**src/sb_pkg.sv**
```systemverilog
package sb_pkg;

    // debug register address width, part of dm_req_t
    localparam int DM_ABITS = 7;

    localparam int SB_ADDR_W = 32;
    localparam int SB_DATA_W = 32;
    localparam int AXI_ID_W = 4;

    // debug register offsets
    localparam logic [DM_ABITS-1:0] SBCS_ADDR = 7'h38;
    localparam logic [DM_ABITS-1:0] SBADDRESS0_ADDR = 7'h39;
    localparam logic [DM_ABITS-1:0] SBDATA0_ADDR = 7'h3C;

    // sbaccess encoding, also used as AXI size
    typedef enum logic [2:0] {
        SB_BYTE = 3'd0,
        SB_HALF = 3'd1,
        SB_WORD = 3'd2
    } sb_access_e;

    typedef enum logic [2:0] {
        SB_ERR_NONE = 3'd0,
        SB_ERR_BUS = 3'd2,   // bus returned an error response
        SB_ERR_ALIGN = 3'd3,
        SB_ERR_SIZE = 3'd4
    } sb_error_e;

    typedef struct packed {
        logic wen;
        logic ren;
        logic [DM_ABITS-1:0] addr;
        logic [31:0] data;
    } dm_req_t;

    // field order matches sbcs[20:15]
    typedef struct packed {
        logic readonaddr;
        sb_access_e access;
        logic autoincrement;
        logic readondata;
    } sb_ctrl_t;

    // common to AW and AR
    typedef struct packed {
        logic [AXI_ID_W-1:0] id;
        logic [SB_ADDR_W-1:0] addr;
        logic [2:0] size;
    } sb_axi_addr_t;

    typedef struct packed {
        logic [SB_DATA_W-1:0] data;
        logic [SB_DATA_W/8-1:0] strb;
    } sb_axi_w_t;

    typedef struct packed {
        logic [AXI_ID_W-1:0] id;
        logic [1:0] resp;
    } sb_axi_b_t;

    typedef struct packed {
        logic [AXI_ID_W-1:0] id;
        logic [1:0] resp;
        logic [SB_DATA_W-1:0] data;
        logic last;
    } sb_axi_r_t;

endpackage

```
**src/sb_access_ctrl.sv**
```systemverilog
`timescale 1ns/1ps

module sb_access_ctrl (
    input  logic                 dm_clk,
    input  logic                 dm_rst_n,
    input  logic                 dmactive,
    input  logic                 busy,
    input  logic                 done_err,
    input  logic [1:0]           addr_lsb,
    input  sb_pkg::dm_req_t      dm_req,
    output sb_pkg::sb_ctrl_t     ctrl,
    output logic                 busyerror,
    output sb_pkg::sb_error_e    sberror,
    output logic                 addr_wen,
    output logic                 data_wen,
    output logic                 start_write,
    output logic                 start_read
);

    import sb_pkg::*;

    localparam sb_ctrl_t CTRL_RST = '{
        readonaddr: 1'b0,
        access: SB_WORD,
        autoincrement: 1'b0,
        readondata: 1'b0
    };

    logic sel_sbcs;
    logic sel_addr;
    logic sel_data;
    logic sbcs_wen;
    logic data_ren;
    logic busy_access;
    logic req_write;
    logic req_read;
    logic can_start;
    logic trigger;
    logic size_ok;
    logic misalign;
    logic [1:0] chk_lsb;

    function automatic logic is_misaligned(sb_access_e acc, logic [1:0] lsb);
        case (acc)
            SB_HALF: return lsb[0];
            SB_WORD: return |lsb;
            default: return 1'b0;
        endcase
    endfunction

    assign sel_sbcs = (dm_req.addr == SBCS_ADDR);
    assign sel_addr = (dm_req.addr == SBADDRESS0_ADDR);
    assign sel_data = (dm_req.addr == SBDATA0_ADDR);

    // register writes are dropped while a transfer is running
    assign sbcs_wen = dm_req.wen & sel_sbcs & ~busy;
    assign addr_wen = dm_req.wen & sel_addr & ~busy;
    assign data_wen = dm_req.wen & sel_data & ~busy;
    assign data_ren = dm_req.ren & sel_data;

    assign busy_access = busy & (sel_addr | sel_data) & (dm_req.wen | dm_req.ren);

    assign req_write = data_wen;
    assign req_read = ((addr_wen & ctrl.readonaddr) | (data_ren & ctrl.readondata)) & ~req_write;

    assign chk_lsb = addr_wen ? dm_req.data[1:0] : addr_lsb; // new address on sbaddress0 write
    assign size_ok = (ctrl.access == SB_BYTE) | (ctrl.access == SB_HALF) |
                     (ctrl.access == SB_WORD);
    assign misalign = is_misaligned(ctrl.access, chk_lsb);

    assign can_start = dmactive & ~busy & ~busyerror & (sberror == SB_ERR_NONE);
    assign trigger = can_start & (req_write | req_read);

    assign start_write = trigger & req_write & size_ok & ~misalign;
    assign start_read = trigger & req_read & size_ok & ~misalign;

    always_ff @(posedge dm_clk or negedge dm_rst_n) begin
        if (!dm_rst_n) begin
            ctrl <= CTRL_RST;
            busyerror <= 1'b0;
            sberror <= SB_ERR_NONE;
        end else if (!dmactive) begin
            ctrl <= CTRL_RST;
            busyerror <= 1'b0;
            sberror <= SB_ERR_NONE;
        end else begin
            if (sbcs_wen) begin
                ctrl.readonaddr <= dm_req.data[20];
                ctrl.access <= sb_access_e'(dm_req.data[19:17]);
                ctrl.autoincrement <= dm_req.data[16];
                ctrl.readondata <= dm_req.data[15];
            end

            if (sbcs_wen && dm_req.data[22]) begin
                busyerror <= 1'b0; // w1c
            end else if (busy_access) begin
                busyerror <= 1'b1;
            end

            if (sbcs_wen) begin
                sberror <= sb_error_e'(sberror & ~dm_req.data[14:12]);
            end else if (trigger && !size_ok) begin
                sberror <= SB_ERR_SIZE;
            end else if (trigger && misalign) begin
                sberror <= SB_ERR_ALIGN;
            end else if (done_err) begin
                sberror <= SB_ERR_BUS;
            end
        end
    end

endmodule

```
**src/sb_addr_data.sv**
```systemverilog
`timescale 1ns/1ps

module sb_addr_data (
    input  logic                 dm_clk,
    input  logic                 dm_rst_n,
    input  logic                 dmactive,
    input  logic                 addr_wen,
    input  logic                 data_wen,
    input  logic                 done_ok,
    input  logic                 is_read,
    input  sb_pkg::sb_ctrl_t     ctrl,
    input  logic [31:0]          wr_data,
    input  logic [31:0]          load_data,
    output logic [31:0]          sbaddress0,
    output logic [31:0]          sbdata0
);

    import sb_pkg::*;

    logic [31:0] incr;

    always_comb begin
        case (ctrl.access)
            SB_BYTE: incr = 32'd1;
            SB_HALF: incr = 32'd2;
            SB_WORD: incr = 32'd4;
            default: incr = 32'd0;
        endcase
    end

    always_ff @(posedge dm_clk or negedge dm_rst_n) begin
        if (!dm_rst_n) begin
            sbaddress0 <= '0;
        end else if (!dmactive) begin
            sbaddress0 <= '0;
        end else if (addr_wen) begin
            sbaddress0 <= wr_data;
        end else if (done_ok && ctrl.autoincrement) begin
            sbaddress0 <= sbaddress0 + incr; // only on a good response
        end
    end

    always_ff @(posedge dm_clk or negedge dm_rst_n) begin
        if (!dm_rst_n) begin
            sbdata0 <= '0;
        end else if (!dmactive) begin
            sbdata0 <= '0;
        end else if (data_wen) begin
            sbdata0 <= wr_data;
        end else if (done_ok && is_read) begin
            sbdata0 <= load_data;
        end
    end

endmodule

```
**src/sb_lane_align.sv**
```systemverilog
`timescale 1ns/1ps

module sb_lane_align (
    input  sb_pkg::sb_access_e   access,
    input  logic [1:0]           addr_lsb,
    input  logic [31:0]          store_data,
    input  logic [31:0]          rdata,
    output sb_pkg::sb_axi_w_t    w_beat,
    output logic [31:0]          load_data
);

    import sb_pkg::*;

    logic [4:0] shamt;
    logic [SB_DATA_W/8-1:0] size_mask;
    logic [31:0] data_mask;
    logic [31:0] rdata_shifted;

    assign shamt = {addr_lsb, 3'b000}; // byte offset in bits

    always_comb begin
        case (access)
            SB_BYTE: begin
                size_mask = 4'b0001;
                data_mask = 32'h0000_00ff;
            end
            SB_HALF: begin
                size_mask = 4'b0011;
                data_mask = 32'h0000_ffff;
            end
            SB_WORD: begin
                size_mask = 4'b1111;
                data_mask = 32'hffff_ffff;
            end
            default: begin
                size_mask = 4'b0000;
                data_mask = 32'h0000_0000;
            end
        endcase
    end

    assign w_beat.data = store_data << shamt;
    assign w_beat.strb = size_mask << addr_lsb;

    // zero-extended, no sign handling on the system bus
    assign rdata_shifted = rdata >> shamt;
    assign load_data = rdata_shifted & data_mask;

endmodule

```
**src/sb_axi_master.sv**
```systemverilog
`timescale 1ns/1ps

module sb_axi_master #(
    parameter int AXI_ID = 3
) (
    input  logic                   dm_clk,
    input  logic                   dm_rst_n,
    input  logic                   start_write,
    input  logic                   start_read,
    input  sb_pkg::sb_access_e     access,
    input  logic [31:0]            addr,
    input  sb_pkg::sb_axi_w_t      w_beat,
    output sb_pkg::sb_axi_addr_t   aw,
    output logic                   awvalid,
    input  logic                   awready,
    output sb_pkg::sb_axi_w_t      w,
    output logic                   wvalid,
    input  logic                   wready,
    input  sb_pkg::sb_axi_b_t      b,
    input  logic                   bvalid,
    output sb_pkg::sb_axi_addr_t   ar,
    output logic                   arvalid,
    input  logic                   arready,
    input  sb_pkg::sb_axi_r_t      r,
    input  logic                   rvalid,
    output logic                   busy,
    output logic                   done_ok,
    output logic                   done_err,
    output logic                   is_read
);

    import sb_pkg::*;

    localparam logic [AXI_ID_W-1:0] MY_ID = AXI_ID_W'(AXI_ID);

    typedef enum logic [2:0] {
        ST_IDLE, ST_WAIT_AR, ST_WAIT_R, ST_WAIT_AW_W, ST_WAIT_AW, ST_WAIT_W, ST_WAIT_B
    } state_e;

    state_e state;
    logic aw_hs;
    logic w_hs;
    logic ar_hs;
    logic b_hit;
    logic r_hit;

    assign aw_hs = awvalid & awready;
    assign w_hs = wvalid & wready;
    assign ar_hs = arvalid & arready;
    assign b_hit = bvalid & (b.id == MY_ID) & (state == ST_WAIT_B); // other ids ignored
    assign r_hit = rvalid & r.last & (r.id == MY_ID) & (state == ST_WAIT_R);

    always_ff @(posedge dm_clk or negedge dm_rst_n) begin
        if (!dm_rst_n) begin
            state <= ST_IDLE;
            awvalid <= 1'b0;
            wvalid <= 1'b0;
            arvalid <= 1'b0;
        end else begin
            if (aw_hs) awvalid <= 1'b0;
            if (w_hs) wvalid <= 1'b0;
            if (ar_hs) arvalid <= 1'b0;
            case (state)
                ST_IDLE: begin
                    if (start_write) begin
                        state <= ST_WAIT_AW_W;
                        awvalid <= 1'b1;
                        wvalid <= 1'b1;
                    end else if (start_read) begin
                        state <= ST_WAIT_AR;
                        arvalid <= 1'b1;
                    end
                end
                ST_WAIT_AR: if (ar_hs) state <= ST_WAIT_R;
                ST_WAIT_R: if (r_hit) state <= ST_IDLE;
                ST_WAIT_AW_W: begin
                    if (aw_hs && w_hs) state <= ST_WAIT_B;
                    else if (w_hs) state <= ST_WAIT_AW;
                    else if (aw_hs) state <= ST_WAIT_W;
                end
                ST_WAIT_AW: if (aw_hs) state <= ST_WAIT_B;
                ST_WAIT_W: if (w_hs) state <= ST_WAIT_B;
                ST_WAIT_B: if (b_hit) state <= ST_IDLE;
                default: state <= ST_IDLE;
            endcase
        end
    end

    assign aw = '{id: MY_ID, addr: addr, size: access};
    assign ar = aw;
    assign w = w_beat;

    assign busy = (state != ST_IDLE);
    assign is_read = (state == ST_WAIT_R);
    assign done_ok = (b_hit & (b.resp == 2'b00)) | (r_hit & (r.resp == 2'b00));
    assign done_err = (b_hit & (b.resp != 2'b00)) | (r_hit & (r.resp != 2'b00));

endmodule

```
**src/dm_systembus.sv**
```systemverilog
`timescale 1ns/1ps

module dm_systembus #(
    parameter int AXI_ID = 3
) (
    input  logic                   dm_clk,
    input  logic                   dm_rst_n,
    input  logic                   dmactive,
    input  sb_pkg::dm_req_t        dm_req,
    output logic [31:0]            sbcs,
    output logic [31:0]            sbaddress0,
    output logic [31:0]            sbdata0,
    output sb_pkg::sb_axi_addr_t   aw,
    output logic                   awvalid,
    input  logic                   awready,
    output sb_pkg::sb_axi_w_t      w,
    output logic                   wvalid,
    input  logic                   wready,
    input  sb_pkg::sb_axi_b_t      b,
    input  logic                   bvalid,
    output sb_pkg::sb_axi_addr_t   ar,
    output logic                   arvalid,
    input  logic                   arready,
    input  sb_pkg::sb_axi_r_t      r,
    input  logic                   rvalid
);

    import sb_pkg::*;

    sb_ctrl_t ctrl;
    sb_error_e sberror;
    sb_axi_w_t w_beat;
    logic busyerror;
    logic busy;
    logic addr_wen;
    logic data_wen;
    logic start_write;
    logic start_read;
    logic done_ok;
    logic done_err;
    logic is_read;
    logic [31:0] load_data;

    sb_access_ctrl i_access_ctrl (
        .dm_clk, .dm_rst_n, .dmactive, .busy, .done_err,
        .addr_lsb(sbaddress0[1:0]), .dm_req, .ctrl, .busyerror, .sberror,
        .addr_wen, .data_wen, .start_write, .start_read
    );

    sb_addr_data i_addr_data (
        .dm_clk, .dm_rst_n, .dmactive, .addr_wen, .data_wen, .done_ok, .is_read,
        .ctrl, .wr_data(dm_req.data), .load_data, .sbaddress0, .sbdata0
    );

    sb_lane_align i_lane_align (
        .access(ctrl.access), .addr_lsb(sbaddress0[1:0]), .store_data(sbdata0),
        .rdata(r.data), .w_beat, .load_data
    );

    sb_axi_master #(.AXI_ID(AXI_ID)) i_axi_master (
        .dm_clk, .dm_rst_n, .start_write, .start_read, .access(ctrl.access),
        .addr(sbaddress0), .w_beat, .aw, .awvalid, .awready, .w, .wvalid, .wready,
        .b, .bvalid, .ar, .arvalid, .arready, .r, .rvalid,
        .busy, .done_ok, .done_err, .is_read
    );

    // sbversion 1, asize 32, byte/half/word supported
    assign sbcs = {3'd1, 6'd0, busyerror, busy, ctrl, sberror, 7'd32, 2'b00, 3'b111};

endmodule

```
**config.mk**
```make
export PLATFORM = sky130hd
export DESIGN_NAME = dm_systembus
export DESIGN_NICKNAME = d
export VERILOG_FILES = /design/src/sb_pkg.sv /design/src/sb_access_ctrl.sv /design/src/sb_addr_data.sv /design/src/sb_lane_align.sv /design/src/sb_axi_master.sv /design/src/dm_systembus.sv
export SDC_FILE = /design/constraint.sdc
export NUM_CORES = 1
export LEC_CHECK = 0
export BUFFER_PORTS_ARGS = -buffer_cell sky130_fd_sc_hd__buf_2
export CAP_MARGIN = 20
export CELL_PAD_IN_SITES_DETAIL_PLACEMENT = 0
export CELL_PAD_IN_SITES_GLOBAL_PLACEMENT = 1
export CORE_UTILIZATION = 36
export CTS_CLUSTER_SIZE = 20
export DETAILED_ROUTE_END_ITERATION = 16
export PLACE_DENSITY = 0.85
export REMOVE_ABC_BUFFERS = 1
export SYNTH_ARGS = -nofsm -noshare
export SYNTH_HDL_FRONTEND = slang
export SYNTH_SLANG_ARGS = --single-unit
```
**constraint.sdc**
```tcl
create_clock -name dm_clk -period 4 [get_ports dm_clk]
set_clock_uncertainty 0.1 [all_clocks]
set_input_delay 0.8 -clock dm_clk [delete_from_list [all_inputs] [get_ports dm_clk]]
set_output_delay 0.8 -clock dm_clk [all_outputs]
set_load 0.01 [all_outputs]
```
==> results.yml <==
timing:
  hold_viol_final: 0
  slew_viol_final: 0
  grt_setup_unrepaired: "false"
  setup_viol: 0
  tightest_slew_ns: 0.870
  hold_slack_ns: 0.229
  timing.final.crit_share_pct: 77.4
  layout_min_cycle_time_ns: 3.10
  fin_ws_ns: 0.905
  setup_tns_ns: 0
  fmax_mhz: 323
  slew_headroom_pct: 41.8
logic_synthesis:
  yosysSeqAreaShare_pct: 31.6
  ys_warn_count: 0
  syn_area_mm2: 0.00634
  avgSynthCellArea_um2: 8.25
  synth_edf_count: 0
  synthArstFlopShare_pct: 100
  synth_cells: 768
  synth-seq-cells: 80
  synth-main-ff-cell: "dfrtp_1"
  synth.distinct_cells: 58
drt:
  drt_pass1_iterations: 6
  wire_per_inst_um: 18.0
  drt_iter0_markers: 424
  drt-total-wl_mm: 21.2
  avgViaCountPerCell: 5.26
  ant_nets: 0
  remaining_drc_errors: 0
  vias: 6192
place:
  place_area_mm2: 0.00726
  place_congestion: 0.864
  dp_hpwl_mm: 15.7
  numPortBuffers: 277
  detailedPlace.worstSlack_ns: 0.733
  dp.cells: 1160
clock_network:
  cts_max_path_buffers: 2
  cts_buffers: 9
  clock_latency_ns: 0.34
  cts_setup_buffers: 0
  clockRootBuffer: "clkbuf_16"
  cts_tree: "yes"
  cts.clk_slew.worst_paths_ns: 0.06
  htree_levels: 3
  clock_sinks: 80
  hold_buffers: 0
  post_cts_resized: 0
floorplanning:
  row_count: 48
  chipWidth_um: 135
  dieArea_mm2: 0.0181
  start_util_pct: 36.8
  fp.dieH_um: 135
  core_mm2: 0.0172
  num_io_pins: 307
critical_path:
  crit_family: "buffers and inverters"
  cpMaxStageDelayCell: "dfrtp_2"
  critical_path_class: "flip-flop to output port"
  cp-start-kind: "flip-flop"
  worstPathArrival_ns: 2.20
  crit_path_end_kind: "output port"
  path_buf_inv: 2
  crit_path_max_fanout: 55
  r2r_slack_ns: 1.00
  cp-startpoint: "i_addr_data.sbaddress0[1]$_DFFE_PN0P_"
  cpPeakStageDelay_ns: 0.60
  r2r-start: "i_access_ctrl.ctrl[2]$_DFFE_PN0P_"
  cp_data_required_time_ns: 3.10
  crit_chain: "buf_4 -> mux2i_1 -> o21ai_0 -> buf_2"
hold_path:
  hold_path.class: "input pin to async pin"
job:
  maxCapViolCount: 0
power:
  leakagePower_nw: 3.78
  power.density_mw_per_mm2: 261
  vdd_drop_max_mv: 0.198
global_routing:
  grt_usage_pct: 23.1
  antenna_found_initial: 1
  grt_pass1_wl_mm: 31.8
  grt_max_degree: 81
  grt_pass1_vias: 5455
  overflow: 0
finish:
  final_common_cell: "buf_2"
  fin_area_mm2: 0.00761
  num-nets-final: 1046
  drive_gt1_share_pct: 34.5
  multiInputGateArea_mm2: 0.00344
  final_cell_mix: "buf_2, dfrtp_1, nor2_1"
  layout.cells.non_filler: 1178
  seq_area_mm2: 0.00201
  nFillCells: 1785
  syn_to_final_growth_pct: 20.1
run_status:
  status: "finished, final reports clean"
-- layer usage --
layer	part of all wire (%)	routed length [µm]	GRT usage [%]	vias up
li1	-	-	-	2983
met1	44	9390	31.5	2909
met2	47	10100	37.9	272
met3	6.2	1310	2.82	28
met4	2.2	463	7.74	0
met5	0	0	0	-
-- cells in the mapped netlist (all sizes together) (3+ instances only) --
master / instances / share of area [%]
ha: 3 / 0.59
o22ai: 3 / 0.30
nor2: 73 / 4.3
buf: 114 / 13
nor3: 21 / 1.9
a211oi: 64 / 7.7
xor2: 24 / 3.3
nand3: 19 / 1.5
inv: 9 / 0.53
o2111ai: 3 / 0.41
o21ai: 43 / 3.4
nor3b: 3 / 0.36
a2111oi: 10 / 1.7
a21oi: 43 / 3.4
and3: 7 / 0.69
and4: 3 / 0.41
clkbuf: 38 / 2.3
nor2b: 20 / 2.0
mux2i: 34 / 5.4
nand4: 13 / 1.6
dfrtp: 79 / 31
nand2: 66 / 3.9
nand2b: 6 / 0.59
a311oi: 3 / 0.41
xnor2: 7 / 0.97
a22oi: 16 / 1.9
and2: 12 / 1.2
-- cell families after synthesis --
logic type	Yosys count	synth area share, %
XOR/XNOR	31	4.28
AND/OR/NAND/NOR	257	20.9
adder cells (fa/ha/maj)	4	0.908
multiplexers	36	5.73
AO/OA/AOI/OAI	197	20.7
other	2	0.119
buffers and inverters	161	15.8
flip-flops	80	31.6
-- registers in the layout (all words and copies together), names as in the netlist --
name                     count
i_axi_master.state           3
i_axi_master.wvalid          1
i_access_ctrl.ctrl           6
i_access_ctrl.busyerror      1
i_addr_data.sbdata0         32
i_access_ctrl.sberror        3
i_axi_master.arvalid         1
i_axi_master.awvalid         1
i_addr_data.sbaddress0      32
-- worst paths after layout --
| kind | cells past startpoint | to |
|---|---|---|
| max | 4 | w[20] |
| min | 1 | i_addr_data.sbdata0[1]$_DFFE_PN0P_ |
| max reg2reg | 7 | i_addr_data.sbaddress0[20]$_DFFE_PN0P_ |
| min reg2reg | 2 | i_axi_master.arvalid$_DFF_PN0_ |
| max in group asynchronous | 2 | i_access_ctrl.ctrl[3]$_DFFE_PN1P_ |
| min in group dm_clk | 2 | i_axi_master.arvalid$_DFF_PN0_ |
-- stage by stage --
stage,utilization [%],power [mW]
final,44.2,1.99
after global placement,42.1,1.14
after detailed placement,42.1,1.13
after floorplan,-,0.992
after CTS,43.9,1.99
after global routing,44.2,2.06
-- power breakdown --
part	internal [mW]	total (mW)	switching, mW	leakage (nW)
sequential	0.821	0.854	0.0335	1.11
clock	0.529	0.862	0.333	0.154
combinational	0.105	0.271	0.165	2.52
total	1.46	1.99	0.531	3.78
-- area by class of cell --
class / instances / share of cell area [%]
antenna: 1 / 0.0329
sequential: 80 / 26.4
multi-input combinational: 554 / 45.2
clock buffer: 12 / 3.50
inverter: 9 / 0.444
tap: 225 / 3.70
timing repair buffer: 294 / 20.3
clock inverter: 3 / 0.526
(Power assumes the default switching activity.)
